===== src/common/ddr4_mon_macros.svh =====
`ifndef DDR4_MON_MACROS_SVH
`define DDR4_MON_MACROS_SVH

// Command/address bus widths
`define DDR4_ADR_W      17
`define DDR4_BA_W       2
`define DDR4_BG_W       2
`define DDR4_RANKS      2
`define DDR4_CA_MIRROR  1

// Column commands carry no address on A13:A11
`define DDR4_COL_MASK   17'h1C7FF

`define DDR4_CNT_W      16
`define WB_ADR_W        4
`define WB_DAT_W        32

// Opcodes on A16:A14 (RAS_n, CAS_n, WE_n) with act_n high
`define DDR4_OP_MRS     3'b000
`define DDR4_OP_REF     3'b001
`define DDR4_OP_PRE     3'b010
`define DDR4_OP_WR      3'b100
`define DDR4_OP_RD      3'b101
`define DDR4_OP_ZQC     3'b110
`define DDR4_OP_NOP     3'b111

// Register map, word offsets
`define REG_CTRL        4'h0
`define REG_ACT         4'h1
`define REG_WR          4'h2
`define REG_RD          4'h3
`define REG_REF         4'h4
`define REG_PRE         4'h5
`define REG_ILL         4'h6
`define REG_LAST        4'h7
`define REG_STAT        4'h8

`endif


===== src/common/ddr4_mon_pkg.sv =====
`include "ddr4_mon_macros.svh"

package ddr4_mon_pkg;

    // ======================================================================
    // Command bus fields
    // ======================================================================

    typedef logic [`DDR4_ADR_W-1:0] ddr4_adr_t;
    typedef logic [`DDR4_BA_W-1:0]  ddr4_ba_t;
    typedef logic [`DDR4_BG_W-1:0]  ddr4_bg_t;

    // One active-low select per rank
    typedef logic [`DDR4_RANKS-1:0] ddr4_cs_t;

    // ======================================================================
    // Monitor and register side
    // ======================================================================

    typedef logic [`DDR4_CNT_W-1:0] mon_cnt_t;
    typedef logic [`WB_ADR_W-1:0]   wb_adr_t;
    typedef logic [`WB_DAT_W-1:0]   wb_data_t;

    // Decoded command
    typedef enum logic [3:0] {
        CMD_DSEL,
        CMD_ACT,
        CMD_MRS,
        CMD_REF,
        CMD_PRE,
        CMD_WR,
        CMD_RD,
        CMD_ZQC,
        CMD_NOP,
        CMD_ILL
    } ddr4_cmd_e;

endpackage


===== src/ca_decode/ddr4_cmd_decoder.sv =====
`timescale 1ns/1ps
`include "ddr4_mon_macros.svh"

module ddr4_cmd_decoder
    import ddr4_mon_pkg::*;
(
    input  logic      c0_ddr4_ck_t,
    input  logic      rst_n,
    input  ddr4_cs_t  cs_n,
    input  logic      act_n,
    input  ddr4_adr_t adr,
    input  ddr4_ba_t  ba,
    input  ddr4_bg_t  bg,
    output logic      cmd_valid,
    output ddr4_cmd_e cmd,
    output logic      cmd_rank,
    output ddr4_adr_t cmd_adr,
    output ddr4_ba_t  cmd_ba,
    output ddr4_bg_t  cmd_bg
);

    localparam bit MIRROR_EN = (`DDR4_CA_MIRROR != 0);

    ddr4_cs_t  cs_q;
    logic      act_q;
    ddr4_adr_t adr_q;
    ddr4_ba_t  ba_q;
    ddr4_bg_t  bg_q;

    logic      rank_d;
    ddr4_adr_t adr_u;
    ddr4_ba_t  ba_u;
    ddr4_bg_t  bg_u;
    ddr4_cmd_e cmd_d;

    // ======================================================================
    // Bus sampling
    // ======================================================================

    // Idle bus after reset is a deselect
    always_ff @(posedge c0_ddr4_ck_t) begin
        if (!rst_n) begin
            cs_q  <= '1;
            act_q <= 1'b1;
        end else begin
            cs_q  <= cs_n;
            act_q <= act_n;
        end
    end

    always_ff @(posedge c0_ddr4_ck_t) begin
        adr_q <= adr;
        ba_q  <= ba;
        bg_q  <= bg;
    end

    // ======================================================================
    // Rank select and clamshell unmirroring
    // ======================================================================

    // Rank 0 wins when both selects are low
    assign rank_d = cs_q[0];

    always_comb begin
        if (MIRROR_EN && rank_d) begin
            adr_u = {adr_q[16:14],
                     adr_q[11], adr_q[12], adr_q[13],
                     adr_q[10:9],
                     adr_q[7], adr_q[8],
                     adr_q[5], adr_q[6],
                     adr_q[3], adr_q[4],
                     adr_q[2:0]};
            ba_u  = {ba_q[0], ba_q[1]};
            bg_u  = {bg_q[0], bg_q[1]};
        end else begin
            adr_u = adr_q;
            ba_u  = ba_q;
            bg_u  = bg_q;
        end
    end

    // ======================================================================
    // Command decode
    // ======================================================================

    // A16:A14 are outside the mirrored pairs
    always_comb begin
        if (&cs_q) begin
            cmd_d = CMD_DSEL;
        end else if (!act_q) begin
            cmd_d = CMD_ACT;
        end else begin
            case (adr_q[16:14])
                `DDR4_OP_MRS: cmd_d = CMD_MRS;
                `DDR4_OP_REF: cmd_d = CMD_REF;
                `DDR4_OP_PRE: cmd_d = CMD_PRE;
                `DDR4_OP_WR:  cmd_d = CMD_WR;
                `DDR4_OP_RD:  cmd_d = CMD_RD;
                `DDR4_OP_ZQC: cmd_d = CMD_ZQC;
                `DDR4_OP_NOP: cmd_d = CMD_NOP;
                default:      cmd_d = CMD_ILL;
            endcase
        end
    end

    always_ff @(posedge c0_ddr4_ck_t) begin
        if (!rst_n) begin
            cmd_valid <= 1'b0;
        end else begin
            cmd_valid <= (cmd_d != CMD_DSEL);
        end
    end

    // Column address bits A13:A11 dropped for WR and RD
    always_ff @(posedge c0_ddr4_ck_t) begin
        cmd      <= cmd_d;
        cmd_rank <= rank_d;
        cmd_ba   <= ba_u;
        cmd_bg   <= bg_u;
        if (cmd_d == CMD_WR || cmd_d == CMD_RD) begin
            cmd_adr <= adr_u & `DDR4_COL_MASK;
        end else begin
            cmd_adr <= adr_u;
        end
    end

endmodule


===== src/hdl/ddr4_cmd_counters.sv =====
`timescale 1ns/1ps

module ddr4_cmd_counters
    import ddr4_mon_pkg::*;
(
    input  logic      c0_ddr4_ck_t,
    input  logic      rst_n,
    input  logic      cmd_valid,
    input  ddr4_cmd_e cmd,
    input  logic      cmd_rank,
    input  ddr4_adr_t cmd_adr,
    input  ddr4_ba_t  cmd_ba,
    input  ddr4_bg_t  cmd_bg,
    input  logic      clear,
    input  logic      count_en,
    output mon_cnt_t  cnt_act,
    output mon_cnt_t  cnt_wr,
    output mon_cnt_t  cnt_rd,
    output mon_cnt_t  cnt_ref,
    output mon_cnt_t  cnt_pre,
    output mon_cnt_t  cnt_ill,
    output wb_data_t  last_info,
    output logic      dir_write
);

    // Holds at all ones
    function automatic mon_cnt_t sat_inc(input mon_cnt_t val);
        return (&val) ? val : val + 1'b1;
    endfunction

    // ======================================================================
    // Command counters
    // ======================================================================

    always_ff @(posedge c0_ddr4_ck_t) begin
        if (!rst_n || clear) begin
            cnt_act <= '0;
            cnt_wr  <= '0;
            cnt_rd  <= '0;
            cnt_ref <= '0;
            cnt_pre <= '0;
            cnt_ill <= '0;
        end else if (cmd_valid && count_en) begin
            // MRS, ZQC and NOP are not counted
            case (cmd)
                CMD_ACT: cnt_act <= sat_inc(cnt_act);
                CMD_WR:  cnt_wr  <= sat_inc(cnt_wr);
                CMD_RD:  cnt_rd  <= sat_inc(cnt_rd);
                CMD_REF: cnt_ref <= sat_inc(cnt_ref);
                CMD_PRE: cnt_pre <= sat_inc(cnt_pre);
                CMD_ILL: cnt_ill <= sat_inc(cnt_ill);
                default: ;
            endcase
        end
    end

    // ======================================================================
    // Last command capture and bus direction
    // ======================================================================

    // Layout {rank, bg, ba, adr}, zero-extended
    always_ff @(posedge c0_ddr4_ck_t) begin
        if (!rst_n || clear) begin
            last_info <= '0;
        end else if (cmd_valid) begin
            last_info <= wb_data_t'({cmd_rank, cmd_bg, cmd_ba, cmd_adr});
        end
    end

    always_ff @(posedge c0_ddr4_ck_t) begin
        if (!rst_n) begin
            dir_write <= 1'b0;
        end else if (cmd_valid && cmd == CMD_WR) begin
            dir_write <= 1'b1;
        end else if (cmd_valid && cmd == CMD_RD) begin
            dir_write <= 1'b0;
        end
    end

endmodule


===== src/hdl/ddr4_mon_wb_regs.sv =====
`timescale 1ns/1ps
`include "ddr4_mon_macros.svh"

module ddr4_mon_wb_regs
    import ddr4_mon_pkg::*;
(
    input  logic     c0_ddr4_ck_t,
    input  logic     rst_n,
    input  logic     wb_cyc,
    input  logic     wb_stb,
    input  logic     wb_we,
    input  wb_adr_t  wb_adr,
    input  wb_data_t wb_dat_w,
    input  mon_cnt_t cnt_act,
    input  mon_cnt_t cnt_wr,
    input  mon_cnt_t cnt_rd,
    input  mon_cnt_t cnt_ref,
    input  mon_cnt_t cnt_pre,
    input  mon_cnt_t cnt_ill,
    input  wb_data_t last_info,
    input  logic     dir_write,
    output wb_data_t wb_dat_r,
    output logic     wb_ack,
    output logic     clear,
    output logic     count_en
);

    logic     wb_req;
    wb_data_t rd_data;

    // New cycle seen, ack not yet given
    assign wb_req = wb_cyc & wb_stb & ~wb_ack;

    // ======================================================================
    // Handshake and control register
    // ======================================================================

    always_ff @(posedge c0_ddr4_ck_t) begin
        if (!rst_n) begin
            wb_ack   <= 1'b0;
            clear    <= 1'b0;
            count_en <= 1'b1;
        end else begin
            wb_ack <= wb_req;
            clear  <= 1'b0;
            if (wb_req && wb_we && wb_adr == `REG_CTRL) begin
                clear    <= wb_dat_w[0];
                count_en <= wb_dat_w[1];
            end
        end
    end

    // ======================================================================
    // Read data
    // ======================================================================

    always_comb begin
        case (wb_adr)
            `REG_CTRL: rd_data = wb_data_t'({count_en, 1'b0});
            `REG_ACT:  rd_data = wb_data_t'(cnt_act);
            `REG_WR:   rd_data = wb_data_t'(cnt_wr);
            `REG_RD:   rd_data = wb_data_t'(cnt_rd);
            `REG_REF:  rd_data = wb_data_t'(cnt_ref);
            `REG_PRE:  rd_data = wb_data_t'(cnt_pre);
            `REG_ILL:  rd_data = wb_data_t'(cnt_ill);
            `REG_LAST: rd_data = last_info;
            `REG_STAT: rd_data = wb_data_t'(dir_write);
            default:   rd_data = '0;
        endcase
    end

    // Captured with the rising ack
    always_ff @(posedge c0_ddr4_ck_t) begin
        if (wb_req) begin
            wb_dat_r <= rd_data;
        end
    end

endmodule


===== src/hdl/ddr4_cmd_monitor.sv =====
`timescale 1ns/1ps

module ddr4_cmd_monitor
    import ddr4_mon_pkg::*;
(
    input  logic      c0_ddr4_ck_t,
    input  logic      rst_n,
    input  ddr4_cs_t  cs_n,
    input  logic      act_n,
    input  ddr4_adr_t adr,
    input  ddr4_ba_t  ba,
    input  ddr4_bg_t  bg,
    input  logic      wb_cyc,
    input  logic      wb_stb,
    input  logic      wb_we,
    input  wb_adr_t   wb_adr,
    input  wb_data_t  wb_dat_w,
    output wb_data_t  wb_dat_r,
    output logic      wb_ack
);

    // Decoded command stream
    logic      cmd_valid;
    ddr4_cmd_e cmd;
    logic      cmd_rank;
    ddr4_adr_t cmd_adr;
    ddr4_ba_t  cmd_ba;
    ddr4_bg_t  cmd_bg;

    // Status toward the register slave
    mon_cnt_t  cnt_act;
    mon_cnt_t  cnt_wr;
    mon_cnt_t  cnt_rd;
    mon_cnt_t  cnt_ref;
    mon_cnt_t  cnt_pre;
    mon_cnt_t  cnt_ill;
    wb_data_t  last_info;
    logic      dir_write;

    // Control back to the counters
    logic      clear;
    logic      count_en;

    ddr4_cmd_decoder u_decoder (
        .c0_ddr4_ck_t (c0_ddr4_ck_t),
        .rst_n        (rst_n),
        .cs_n         (cs_n),
        .act_n        (act_n),
        .adr          (adr),
        .ba           (ba),
        .bg           (bg),
        .cmd_valid    (cmd_valid),
        .cmd          (cmd),
        .cmd_rank     (cmd_rank),
        .cmd_adr      (cmd_adr),
        .cmd_ba       (cmd_ba),
        .cmd_bg       (cmd_bg)
    );

    ddr4_cmd_counters u_counters (
        .c0_ddr4_ck_t (c0_ddr4_ck_t),
        .rst_n        (rst_n),
        .cmd_valid    (cmd_valid),
        .cmd          (cmd),
        .cmd_rank     (cmd_rank),
        .cmd_adr      (cmd_adr),
        .cmd_ba       (cmd_ba),
        .cmd_bg       (cmd_bg),
        .clear        (clear),
        .count_en     (count_en),
        .cnt_act      (cnt_act),
        .cnt_wr       (cnt_wr),
        .cnt_rd       (cnt_rd),
        .cnt_ref      (cnt_ref),
        .cnt_pre      (cnt_pre),
        .cnt_ill      (cnt_ill),
        .last_info    (last_info),
        .dir_write    (dir_write)
    );

    ddr4_mon_wb_regs u_wb_regs (
        .c0_ddr4_ck_t (c0_ddr4_ck_t),
        .rst_n        (rst_n),
        .wb_cyc       (wb_cyc),
        .wb_stb       (wb_stb),
        .wb_we        (wb_we),
        .wb_adr       (wb_adr),
        .wb_dat_w     (wb_dat_w),
        .cnt_act      (cnt_act),
        .cnt_wr       (cnt_wr),
        .cnt_rd       (cnt_rd),
        .cnt_ref      (cnt_ref),
        .cnt_pre      (cnt_pre),
        .cnt_ill      (cnt_ill),
        .last_info    (last_info),
        .dir_write    (dir_write),
        .wb_dat_r     (wb_dat_r),
        .wb_ack       (wb_ack),
        .clear        (clear),
        .count_en     (count_en)
    );

endmodule


===== config.mk =====
export PLATFORM = sky130hd
export DESIGN_NAME = ddr4_cmd_monitor
export DESIGN_NICKNAME = d
export VERILOG_FILES = /design/src/common/ddr4_mon_pkg.sv /design/src/ca_decode/ddr4_cmd_decoder.sv /design/src/hdl/ddr4_cmd_counters.sv /design/src/hdl/ddr4_mon_wb_regs.sv /design/src/hdl/ddr4_cmd_monitor.sv
export VERILOG_INCLUDE_DIRS = /design/src /design/src/common
export SDC_FILE = /design/constraint.sdc
export NUM_CORES = 1
export LEC_CHECK = 0
export ABC_AREA = 1
export BUFFER_PORTS_ARGS = -buffer_cell sky130_fd_sc_hd__buf_2
export CAP_MARGIN = 20
export CORE_ASPECT_RATIO = 1.4
export CORE_UTILIZATION = 42
export CTS_CLUSTER_SIZE = 20
export DETAILED_ROUTE_END_ITERATION = 10
export GPL_TIMING_DRIVEN = 0
export PLACE_DENSITY_LB_ADDON = 0.15
export SYNTH_ARGS = -nofsm -noshare
export SYNTH_HDL_FRONTEND = slang
export SYNTH_SLANG_ARGS = --single-unit
export TNS_END_PERCENT = 10

===== constraint.sdc =====
create_clock -name c0_ddr4_ck_t -period 2.85 [get_ports c0_ddr4_ck_t]
set_clock_uncertainty 0.15 [all_clocks]
set_input_delay 0.57 -clock c0_ddr4_ck_t [delete_from_list [all_inputs] [get_ports c0_ddr4_ck_t]]
set_output_delay 0.57 -clock c0_ddr4_ck_t [all_outputs]
set_load 0.05 [all_outputs]

Word-level counts from Yosys, hierarchy flattened
Cells that the tools add are included.
{ "word_totals": {"elab_cells": 96, "ff_bits": 205, "inputBits": 65} }
{ "op_classes": {"n_bitwise": 9, "n_reduce_logical": 26, "addsub": 6, "muxes": 9, "n_eq_ne": 22} }
{ "ops": {"columns": ["operator", "n"], "rows": [
  ["22-bit case mux with 9 select lines", 1],
  ["16-bit by 1-bit adder with 16-bit output, second input constant", 6],
  ["16-bit AND reduction", 6],
  ["4-bit by 3-bit equality test with 1-bit output, second input constant", 9],
  ["4-bit case mux with 7 select lines", 1],
  ["3-bit AND reduction", 6],
  ["14-bit 2-to-1 mux", 1],
  ["3-bit equality test, second input constant", 4],
  ["4-bit by 2-bit equality test with 1-bit output, second input constant", 3],
  ["4-bit by 1-bit equality test with 1-bit output, second input constant", 2],
  ["4-bit equality test, second input constant", 2],
  ["4-bit 2-to-1 mux", 2],
  ["1-bit inverter", 7],
  ["1-bit logical AND", 5],
  ["4-bit logical NOT", 1],
  ["2-bit 2-to-1 mux", 2],
  ["2-bit AND reduction", 2],
  ["4-bit nonzero test", 1],
  ["3-bit by 1-bit equality test with 1-bit output, second input constant", 1],
  ["3-bit by 2-bit equality test with 1-bit output, second input constant", 1],
  ["3-bit logical NOT", 1],
  ["1-bit AND", 2],
  ["1-bit logical OR", 2],
  ["1-bit 2-to-1 mux", 2],
  ["other kinds (2)", 2]
]} }

Longest topological paths before layout
Gate-level depths: netlist of run 1.
{ "logic_depth": {"depth_word": 6, "ltp_mapped": 10} }

Modules after synthesis
Synthesis of run 1 repeated with hierarchy kept, for this count alone.
{ "unflattened": {"cells_unflattened": 1578, "area_unflattened_um2": 10423.7} }
{ "modules_own_cells": {"columns": ["module", "seq_area_each_um2", "area_each_um2", "instances", "cells_per_inst"], "rows": [
  ["ddr4_cmd_counters", 2382.3, 6700.2, 1, 1122],
  ["ddr4_mon_wb_regs", 1021.0, 2364.8, 1, 344],
  ["ddr4_cmd_decoder", 1021.0, 1358.8, 1, 112]
]} }

Least setup slack after synthesis of run 1
Ideal clock, no wire load.
{ "synth_path": {"kind": "input -> register", "startpoint": "input wb_cyc", "endpoint": "register u_wb_regs.count_en", "t_arrival_ns": 2.065, "path_stages": 5, "slack_ns": 0.512, "cell_sequence": "nand2_1 -> nor2_1 -> nand3_1 -> a21oi_1 -> o21ai_0"} }
{ "synth_via": {"elab_chain_len": 4} }
{ "synth_rtl": {"columns": ["item", "line_no", "rtl"], "rows": [
  ["start: declaration", "ddr4_cmd_monitor.sv:13", "input logic wb_cyc,"],
  ["1-bit AND (2 in a row)", "ddr4_mon_wb_regs.sv:32", "assign wb_req = wb_cyc & wb_stb & ~wb_ack;"],
  ["via u_wb_regs.wb_req", "ddr4_mon_wb_regs.sv:28", "logic wb_req;"],
  ["1-bit logical AND", "ddr4_mon_wb_regs.sv:46", "if (wb_req && wb_we && wb_adr == `REG_CTRL) begin"],
  ["1-bit logical AND (no line)", null, null],
  ["end signal: assignment", "ddr4_mon_wb_regs.sv:48", "count_en <= wb_dat_w[1];"],
  ["end: declaration", "ddr4_mon_wb_regs.sv:25", "output logic count_en"]
]} }
The timed path passes the listed nets, and every way through them passes these cells.
A chain may end at the register's enable or synchronous reset.

Worst setup path in the final report of run 1
{ "layout_path": {"startpoint": "input wb_adr[3]", "endpoint": "register u_wb_regs.wb_dat_r[9], data pin"} }
{ "layout_via": {"elab_chain_len": 2, "elab_cells_between_ends": 10} }
{ "layout_rtl": {"columns": ["item", "line_no", "rtl"], "rows": [
  ["start: declaration", "ddr4_cmd_monitor.sv:16", "input wb_adr_t wb_adr,"],
  ["4-bit equality test, or another cell as far along", "ddr4_mon_wb_regs.sv:58", "case (wb_adr)"],
  ["22-bit case mux with 9 select lines (*)", "ddr4_mon_wb_regs.sv:58", null],
  ["via u_wb_regs.rd_data[9]", "ddr4_mon_wb_regs.sv:29", "wb_data_t rd_data;"],
  ["end signal: assignment", "ddr4_mon_wb_regs.sv:75", "wb_dat_r <= rd_data;"],
  ["end: declaration", "ddr4_mon_wb_regs.sv:22", "output wb_data_t wb_dat_r,"]
]} }
Mark *: on every way through the listed nets, which the timed path passes. The rest lies on a longest branch.

==> results.cfg, run 1 <==
[timing]
rsz0062_at_grt = no
fin_tns_setup_ps = 0
fmax_mhz = 452
tightest_slew_ps = 944
slew_violations = 0
fin_crit_ps = 2210
setup_violations = 0
holdWs_ps = 70.0
period_share = 0.776
slew_headroom = 0.369
finalHoldViolations = 0

[placement]
port_buffers = 57
dp_hpwl_mm = 20.0
finalWeightedCongestion = 0.919
dp.cells = 1717
placed_area_sq_um = 10100

[setup_path]
crit_arrival_ps = 2220
critPathKind = in -> reg
critPathMaxFanout = 10
cp_cell_sequence = buf_2 -> nor2_1 -> nand2_1 -> clkinv_1 -> nand2_1 -> o21ai_0 -> nor2_1 -> o2111ai_1
crit_path_end_kind = register
start_kind = input port
cp_slowest_stage_delay_ps = 340
cp.required_ps = 2860
critPathLaunch = wb_adr[3]
worstReg2RegStart = u_counters.cnt_act[0]$_SDFFE_PP0P_
cp_slowest_cell = nor2_1

[yosys]
synth_area_leaders = dfxtp_1, nand2_1, nor2_1
synth-seq-cells = 195
synth_area_leader_cell = dfxtp_1
ys_seq_area_frac = 0.438
ys.flop_type = dfxtp_1
ys_top_cells_by_count = nand2_1, nor2_1, dfxtp_1
yosysTopAreaCellShare = 0.368
synth.avg_cell_area_sq_um = 6.96
async_flop_share = 0
synthMostInstantiatedCell = nand2_1
ys_types = 38
synth_edf_count = 22
netlist_instances = 1354
yosysWarningCount = 0
syn-cell-area_sq_um = 9420

[cts]
clk_latency_ps = 450
cts-root-buf = clkbuf_16
cts_hold_buf = 0
cts_tree = yes
clock_path_buffers = 2
cts_setup_buffers = 0
cts.clk_slew.worst_paths_ps = 80
cts_sinks = 195
cts_inserted_buffers = 17
postCtsResizedCells = 0
htreeDepth = 4

[floorplan]
num_rows = 64
initial_core_util = 0.429
die_w_um = 129
dieArea_sq_um = 23000
io_pins = 98
die-height_um = 179
core_area_sq_um = 21900

[layout]
syn2layout_area_growth_pct = 13.9
final_core_util = 0.489
fin_nets = 1510
diodes = 0
finalNonFillerCells = 1749
fin_area_sq_um = 10700
drive_above_1_share = 0.108

[power]
power_density_nw_per_um2 = 526
p_leak_nw = 4.05
vdd_ir_drop_max_uv = 472
pwr-share-seq = 0.511
pwr-share-clk = 0.433
p_sw_w = 0.00151
combPwrFrac = 0.056
internal_power_w = 0.00413
p_sw_frac = 0.268

[grt]
track_usage = 0.240
grt_antenna_before_repair = 1
grt_pass1_wl_mm = 41.7
grt_pass1_vias = 8057
grt_max_degree = 24
grt_overflow_total = 0

[routing]
ant_nets = 0
drtIter0Drc = 535
dr_total_vias = 8665
drcViolationCount = 0
vias_per_cell = 4.95
wirelength_mm = 26.1
firstDrtPassIters = 5
wl_per_cell_um = 14.9

[min_path]
hold_path_class = in -> reg
min_from = adr[14]

[run]
maxCapViolCount = 0

[outcome]
outcome = finished, final reports clean
## final cells by class
type                            count  area [sq um]
Fill cell                        2314         11200
Multi-Input combinational cell    986          4560
Sequential cell                   195          4120
Inverter                          134           505
Clock buffer                       17           425
Tap cell                          297           372
Timing Repair Buffer               57           285
Buffer                             48           270
Clock inverter                     15           181
## cells in the final DEF, fill, tap and decap left out, types with 3 or more instances in the layout
cell type	n
o21ai_0	63
o2111ai_1	3
clkinv_2	4
inv_2	7
clkbuf_16	17
xor2_1	30
nand2_1	422
edfxtp_1	22
clkinv_8	5
inv_1	123
nor2_4	6
buf_4	17
a21oi_1	101
buf_1	4
dfxtp_1	173
clkbuf_1	16
nand3_1	64
nand2_2	7
nand4_1	40
nor2_2	9
nand3_2	3
or2_2	3
xnor2_1	6
inv_8	3
nor2_1	180
nor3_1	6
buf_2	66
conb_1	10
ha_1	6
o22ai_1	17
## power by group through the flow
stage          Sequential [W]  Combinational [W]  Clock [W]
2_1_floorplan         0.00298           0.000179          0
3_3_place_gp          0.00294           0.000311          0
3_5_place_dp          0.00294           0.000315          0
4_1_cts               0.00288           0.000316    0.00250
5_1_grt               0.00289           0.000347    0.00260
6_report              0.00288           0.000315    0.00244
## path summary, 6_finish.rpt
| check | endpoint | slack (ps) | cells after the start |
|---|---|---|---|
| worst max register to register | u_counters.cnt_act[11]$_SDFFE_PP0P_ | 760 | 9 |
| worst min-delay path | u_decoder.adr_q[14]$_DFF_P_ | 70 | 1 |
| worst min register to register | u_decoder.cmd_adr[9]$_DFF_P_ | 180 | 0 |
| worst max-delay path | u_wb_regs.wb_dat_r[9]$_DFFE_PP_ | 640 | 8 |
## sequential cells by signal, indices dropped and copies added (netlist names), 2 cells and up
| name | cells |
|---|---|
| u_decoder.cmd_ba | 2 |
| u_wb_regs.wb_dat_r | 22 |
| u_decoder.bg_q | 2 |
| u_counters.cnt_wr | 16 |
| u_counters.cnt_rd | 16 |
| u_decoder.cmd_bg | 2 |
| u_counters.last_info | 22 |
| u_counters.cnt_pre | 16 |
| u_counters.cnt_act | 16 |
| u_counters.cnt_ill | 16 |
| u_decoder.cs_q | 2 |
| u_decoder.adr_q | 17 |
| u_counters.cnt_ref | 16 |
| u_decoder.cmd_adr | 17 |
| u_decoder.cmd | 4 |
| u_decoder.ba_q | 2 |
## per-layer routing
metal,routed length (um),part of all wire,up-vias,GRT usage
met5,15,0.00057,-,0
met4,1300,0.050,2,0.144
met3,916,0.035,64,0.0412
met2,12500,0.48,187,0.409
met1,11300,0.43,3921,0.281
li1,-,-,4491,-
## worst max-delay path, delay by kind of cell
family / cells / cell delay, ps
AND/OR/NAND/NOR: 4 / 870
AO/OA/AOI/OAI: 2 / 320
buffers and inverters: 2 / 440
## stage by stage
| stage | power [W] | worst slack [ps] |
|---|---|---|
| floorplan | 0.00315 | 512 |
| global placement | 0.00325 | -703 |
| detailed placement | 0.00326 | 244 |
| CTS | 0.00569 | 718 |
| global route | 0.00584 | 594 |
| finish | 0.00564 | 639 |
## logic make-up after synthesis
kind of cell | share of synthesized area
fa+ha+maj | 0.00797
simple gates | 0.333
other cells | 0.000398
mux | 0.00213
buf+inv | 0.0824
compound gates | 0.102
flops | 0.438
xor+xnor | 0.0335
Note: power is estimated with default switching activity, not from simulation.
==> inputs of run 2 (changes only) <==
==> constraint.sdc (replaced) <==
create_clock -name c0_ddr4_ck_t -period 2.3 [get_ports c0_ddr4_ck_t]
set_clock_uncertainty 0.15 [all_clocks]
set_input_delay 0.46 -clock c0_ddr4_ck_t [delete_from_list [all_inputs] [get_ports c0_ddr4_ck_t]]
set_output_delay 0.46 -clock c0_ddr4_ck_t [all_outputs]
set_load 0.05 [all_outputs]
==> results.cfg, run 2 (synthesis results as in run 1) <==
[outcome]
outcome = finished, final reports clean

[routing]
drcViolationCount = 0
drtIter0Drc = 545
vias_per_cell = 4.95
wirelength_mm = 26.3
firstDrtPassIters = 5
ant_nets = 0
dr_total_vias = 8760
wl_per_cell_um = 14.9

[floorplan]
dieArea_sq_um = 23000
core_area_sq_um = 21900
die_w_um = 129
io_pins = 98
die-height_um = 179
initial_core_util = 0.429
num_rows = 64

[placement]
finalWeightedCongestion = 0.919
port_buffers = 57
dp.cells = 1717
pre_cts_slack_ps = -196
dp_hpwl_mm = 20.0

[timing]
fin_crit_ps = 2090
slew_violations = 0
slew_headroom = 0.384
rsz0062_at_grt = no
tightest_slew_ps = 921
period_share = 0.909
fmax_mhz = 478
holdWs_ps = 39.3
setup_ws_ps = 208
finalHoldViolations = 0
setup_violations = 0

[power]
pwr-share-seq = 0.508
power_w = 0.00702
p_sw_w = 0.00188
power_density_nw_per_um2 = 642
pwr-share-clk = 0.432
p_leak_nw = 4.14
combPwrFrac = 0.060
p_sw_frac = 0.268
internal_power_w = 0.00514
vdd_ir_drop_max_uv = 592

[cts]
clock_path_buffers = 2
cts.clk_slew.worst_paths_ps = 80
htreeDepth = 4
cts_inserted_buffers = 17
postCtsResizedCells = 0
cts_hold_buf = 21
cts_tree = yes
clk_latency_ps = 450
cts_sinks = 195
cts-root-buf = clkbuf_16
cts_setup_buffers = 0

[grt]
track_usage = 0.242
grt_overflow_total = 0
grt_pass1_wl_mm = 42.0
grt_antenna_before_repair = 1
grt_max_degree = 24
grt_pass1_vias = 8183

[layout]
drive_above_1_share = 0.107
top_regs = u_counters.last_info: 22 flops, u_wb_regs.wb_dat_r: 22 flops
syn2layout_area_growth_pct = 16.1
fin_nets = 1531
diodes = 0
finalNonFillerCells = 1770
final_common_cell = nand2_1
final_cell_mix = nand2_1, nor2_1, dfxtp_1

[min_path]
hold_path_class = in -> reg

[setup_path]
crit_path_end_kind = register
cp.required_ps = 2310
crit_arrival_ps = 2100
critPathKind = in -> reg
start_kind = input port
critPathMaxFanout = 10

[run]
maxCapViolCount = 0
run 2: cell types whose count changed in the layout (fill, tap and decap cells not counted), sizes merged:
cell / delta
dlygate4sd3: +21
run 2: per-stage QoR:
stage,TNS (ps),cell area (sq um),utilization
global route,0,10900,0.498
floorplan,0,9450,-
global placement,-22060,10100,0.461
finish,0,10900,0.498
CTS,0,10900,0.498
detailed placement,-2160,10100,0.461
run 2: routing by layer:
metal	global-route usage	up-vias	wire length, um
li1	-	4536	-
met1	0.282	3963	11200
met2	0.416	198	12700
met3	0.0412	61	1130
met4	0.144	2	1260
met5	0	-	15
run 2: worst paths after layout:
check / start / end / slack (ps) / cells after the start
worst max-delay path: wb_adr[0] / u_wb_regs.wb_dat_r[9]$_DFFE_PP_ / 210 / 9
worst min-delay path: act_n / u_decoder.act_q$_SDFF_PN1_ / 40 / 2
worst max register to register: u_counters.cnt_act[0]$_SDFFE_PP0P_ / u_counters.cnt_act[11]$_SDFFE_PP0P_ / 230 / 9
worst min register to register: u_decoder.adr_q[9]$_DFF_P_ / u_decoder.cmd_adr[9]$_DFF_P_ / 180 / 0
run 2: power by group through the flow:
stage	clock [W]	combinational (W)	sequential, W
floorplan	0	0.000221	0.00369
global placement	0	0.000385	0.00365
detailed placement	0	0.000390	0.00365
CTS	0.00309	0.000418	0.00357
global route	0.00323	0.000459	0.00358
finish	0.00303	0.000418	0.00357
run 2: critical path: stages:
cell and delay (ps):
buf_2 140, inv_1 50, nor2_1 50, nand2_1 260, clkinv_1 310, nand2_1 160, o21ai_0 110, nor2_1 330
o2111ai_1 220
run 2: final cells by class:
cell class	instances	area (sq um)
clock buffer	17	425
clock inverter	15	181
sequential	195	4120
fill	2301	11000
buffer	48	270
inverter	134	505
timing repair buffer	78	495
multi-input combinational	986	4560
tap	297	372
==> inputs of run 3 (changes only) <==
--- a/config.mk
+++ b/config.mk
@@ -15,6 +15,7 @@
 export DETAILED_ROUTE_END_ITERATION = 10
 export GPL_TIMING_DRIVEN = 0
 export PLACE_DENSITY_LB_ADDON = 0.15
+export SETUP_SLACK_MARGIN = 0.3
 export SYNTH_ARGS = -nofsm -noshare
 export SYNTH_HDL_FRONTEND = slang
 export SYNTH_SLANG_ARGS = --single-unit
==> results.cfg, run 3 (synthesis results as in run 1) <==
[layout]
diodes = 0
top_regs = u_counters.last_info: 22 flops, u_wb_regs.wb_dat_r: 22 flops
finalNonFillerCells = 1770
final_common_cell = nand2_1
fin_area_sq_um = 11000
fin_nets = 1531
syn2layout_area_growth_pct = 16.3
drive_above_1_share = 0.107
final_cell_mix = nand2_1, nor2_1, dfxtp_1

[power]
vdd_ir_drop_max_uv = 672
power_density_nw_per_um2 = 640
power_w = 0.00701
p_leak_nw = 4.14

[timing]
finalHoldViolations = 0
fin_crit_ps = 2070
slew_violations = 0
rsz0062_at_grt = yes
slew_headroom = 0.369
period_share = 0.901
setup_violations = 0
fmax_mhz = 482
fin_tns_setup_ps = 0
tightest_slew_ps = 944

[floorplan]
core_area_sq_um = 21900
initial_core_util = 0.429
dieArea_sq_um = 23000
die-height_um = 179
die_w_um = 129
io_pins = 98
num_rows = 64

[routing]
ant_nets = 0
dr_total_vias = 8707
vias_per_cell = 4.92
firstDrtPassIters = 5
wl_per_cell_um = 14.8
drtIter0Drc = 555
wirelength_mm = 26.2
drcViolationCount = 0

[run]
maxCapViolCount = 0

[grt]
grt_antenna_before_repair = 1
grt_overflow_total = 0
track_usage = 0.239
grt_pass1_wl_mm = 41.2
grt_max_degree = 24
grt_pass1_vias = 8108

[placement]
dp_hpwl_mm = 19.9
placed_area_sq_um = 10100
port_buffers = 57
dp.cells = 1717
finalWeightedCongestion = 0.934

[setup_path]
cp.required_ps = 2310
crit_arrival_ps = 2090
start_kind = input port
critPathKind = in -> reg
crit_path_end_kind = register
critPathMaxFanout = 10

[cts]
clk_latency_ps = 450
htreeDepth = 4
cts_inserted_buffers = 17
clock_path_buffers = 2
cts_tree = yes
cts_setup_buffers = 0
cts.clk_slew.worst_paths_ps = 80
cts_sinks = 195
cts-root-buf = clkbuf_16

[min_path]
hold_path_class = in -> reg

[outcome]
outcome = finished, final reports clean
-- run 3: cell types whose count changed in the layout (fill, tap and decap cells not counted), sizes merged --
cell / delta
inv: -3
clkbuf: +3
clkinv: +1
buf: -1
-- run 3: worst max-delay path: stages --
cell,delay [ps]
buf_2,130
inv_1,90
nor2_2,80
nand2_1,370
inv_1,200
buf_2,240
a21oi_1,330
nand3_1,180
-- run 3: worst paths after layout --
kind	startpoint	to	slack (ps)	depth (start not counted)
setup / recovery	wb_adr[2]	u_wb_regs.wb_dat_r[5]$_DFFE_PP_	230	8
setup reg to reg	u_counters.cnt_act[0]$_SDFFE_PP0P_	u_counters.cnt_act[11]$_SDFFE_PP0P_	280	9
hold reg to reg	u_decoder.adr_q[9]$_DFF_P_	u_decoder.cmd_adr[9]$_DFF_P_	170	0
hold / removal	act_n	u_decoder.act_q$_SDFF_PN1_	50	2
-- run 3: cell type report --
| cell class | instances | area [sq um] |
|---|---|---|
| fillers | 2246 | 11000 |
| multi-input cells | 986 | 4570 |
| flip-flops and latches | 195 | 4120 |
| inverters | 134 | 505 |
| repair buffers | 78 | 495 |
| clock buffers | 19 | 454 |
| well taps | 297 | 372 |
| plain buffers | 48 | 272 |
| clock inverters | 13 | 160 |
-- run 3: report_power, final --
part / switching, W / leakage [nW] / internal [W]
sequential: 0.0000394 / 1.63 / 0.00353
clock: 0.00149 / 0.298 / 0.00153
combinational: 0.000292 / 2.21 / 0.000127
total: 0.00182 / 4.14 / 0.00518
-- run 3: per-layer routing --
layer,up-vias,global-route usage,share of wire
li1,4521,-,-
met1,3912,0.278,0.42
met2,217,0.411,0.48
met3,55,0.0403,0.047
met4,2,0.138,0.049
met5,-,0,0.00034
-- run 3: metrics by stage --
| stage | setup WS [ps] | util | hold slack (ps) |
|---|---|---|---|
| floorplan | 421 | - | 160 |
| global placement | -310 | 0.461 | 162 |
| detailed placement | -180 | 0.461 | 162 |
| CTS | 276 | 0.499 | 32.6 |
| global route | 145 | 0.499 | 29.9 |
| finish | 227 | 0.499 | 45.3 |
-- run 3: what timing repair did --
item	in CTS	in global routing
gates resized for setup	1	3
hold buffers	21	0
setup endpoints to repair	12	74
endpoints found under the hold margin	21	0
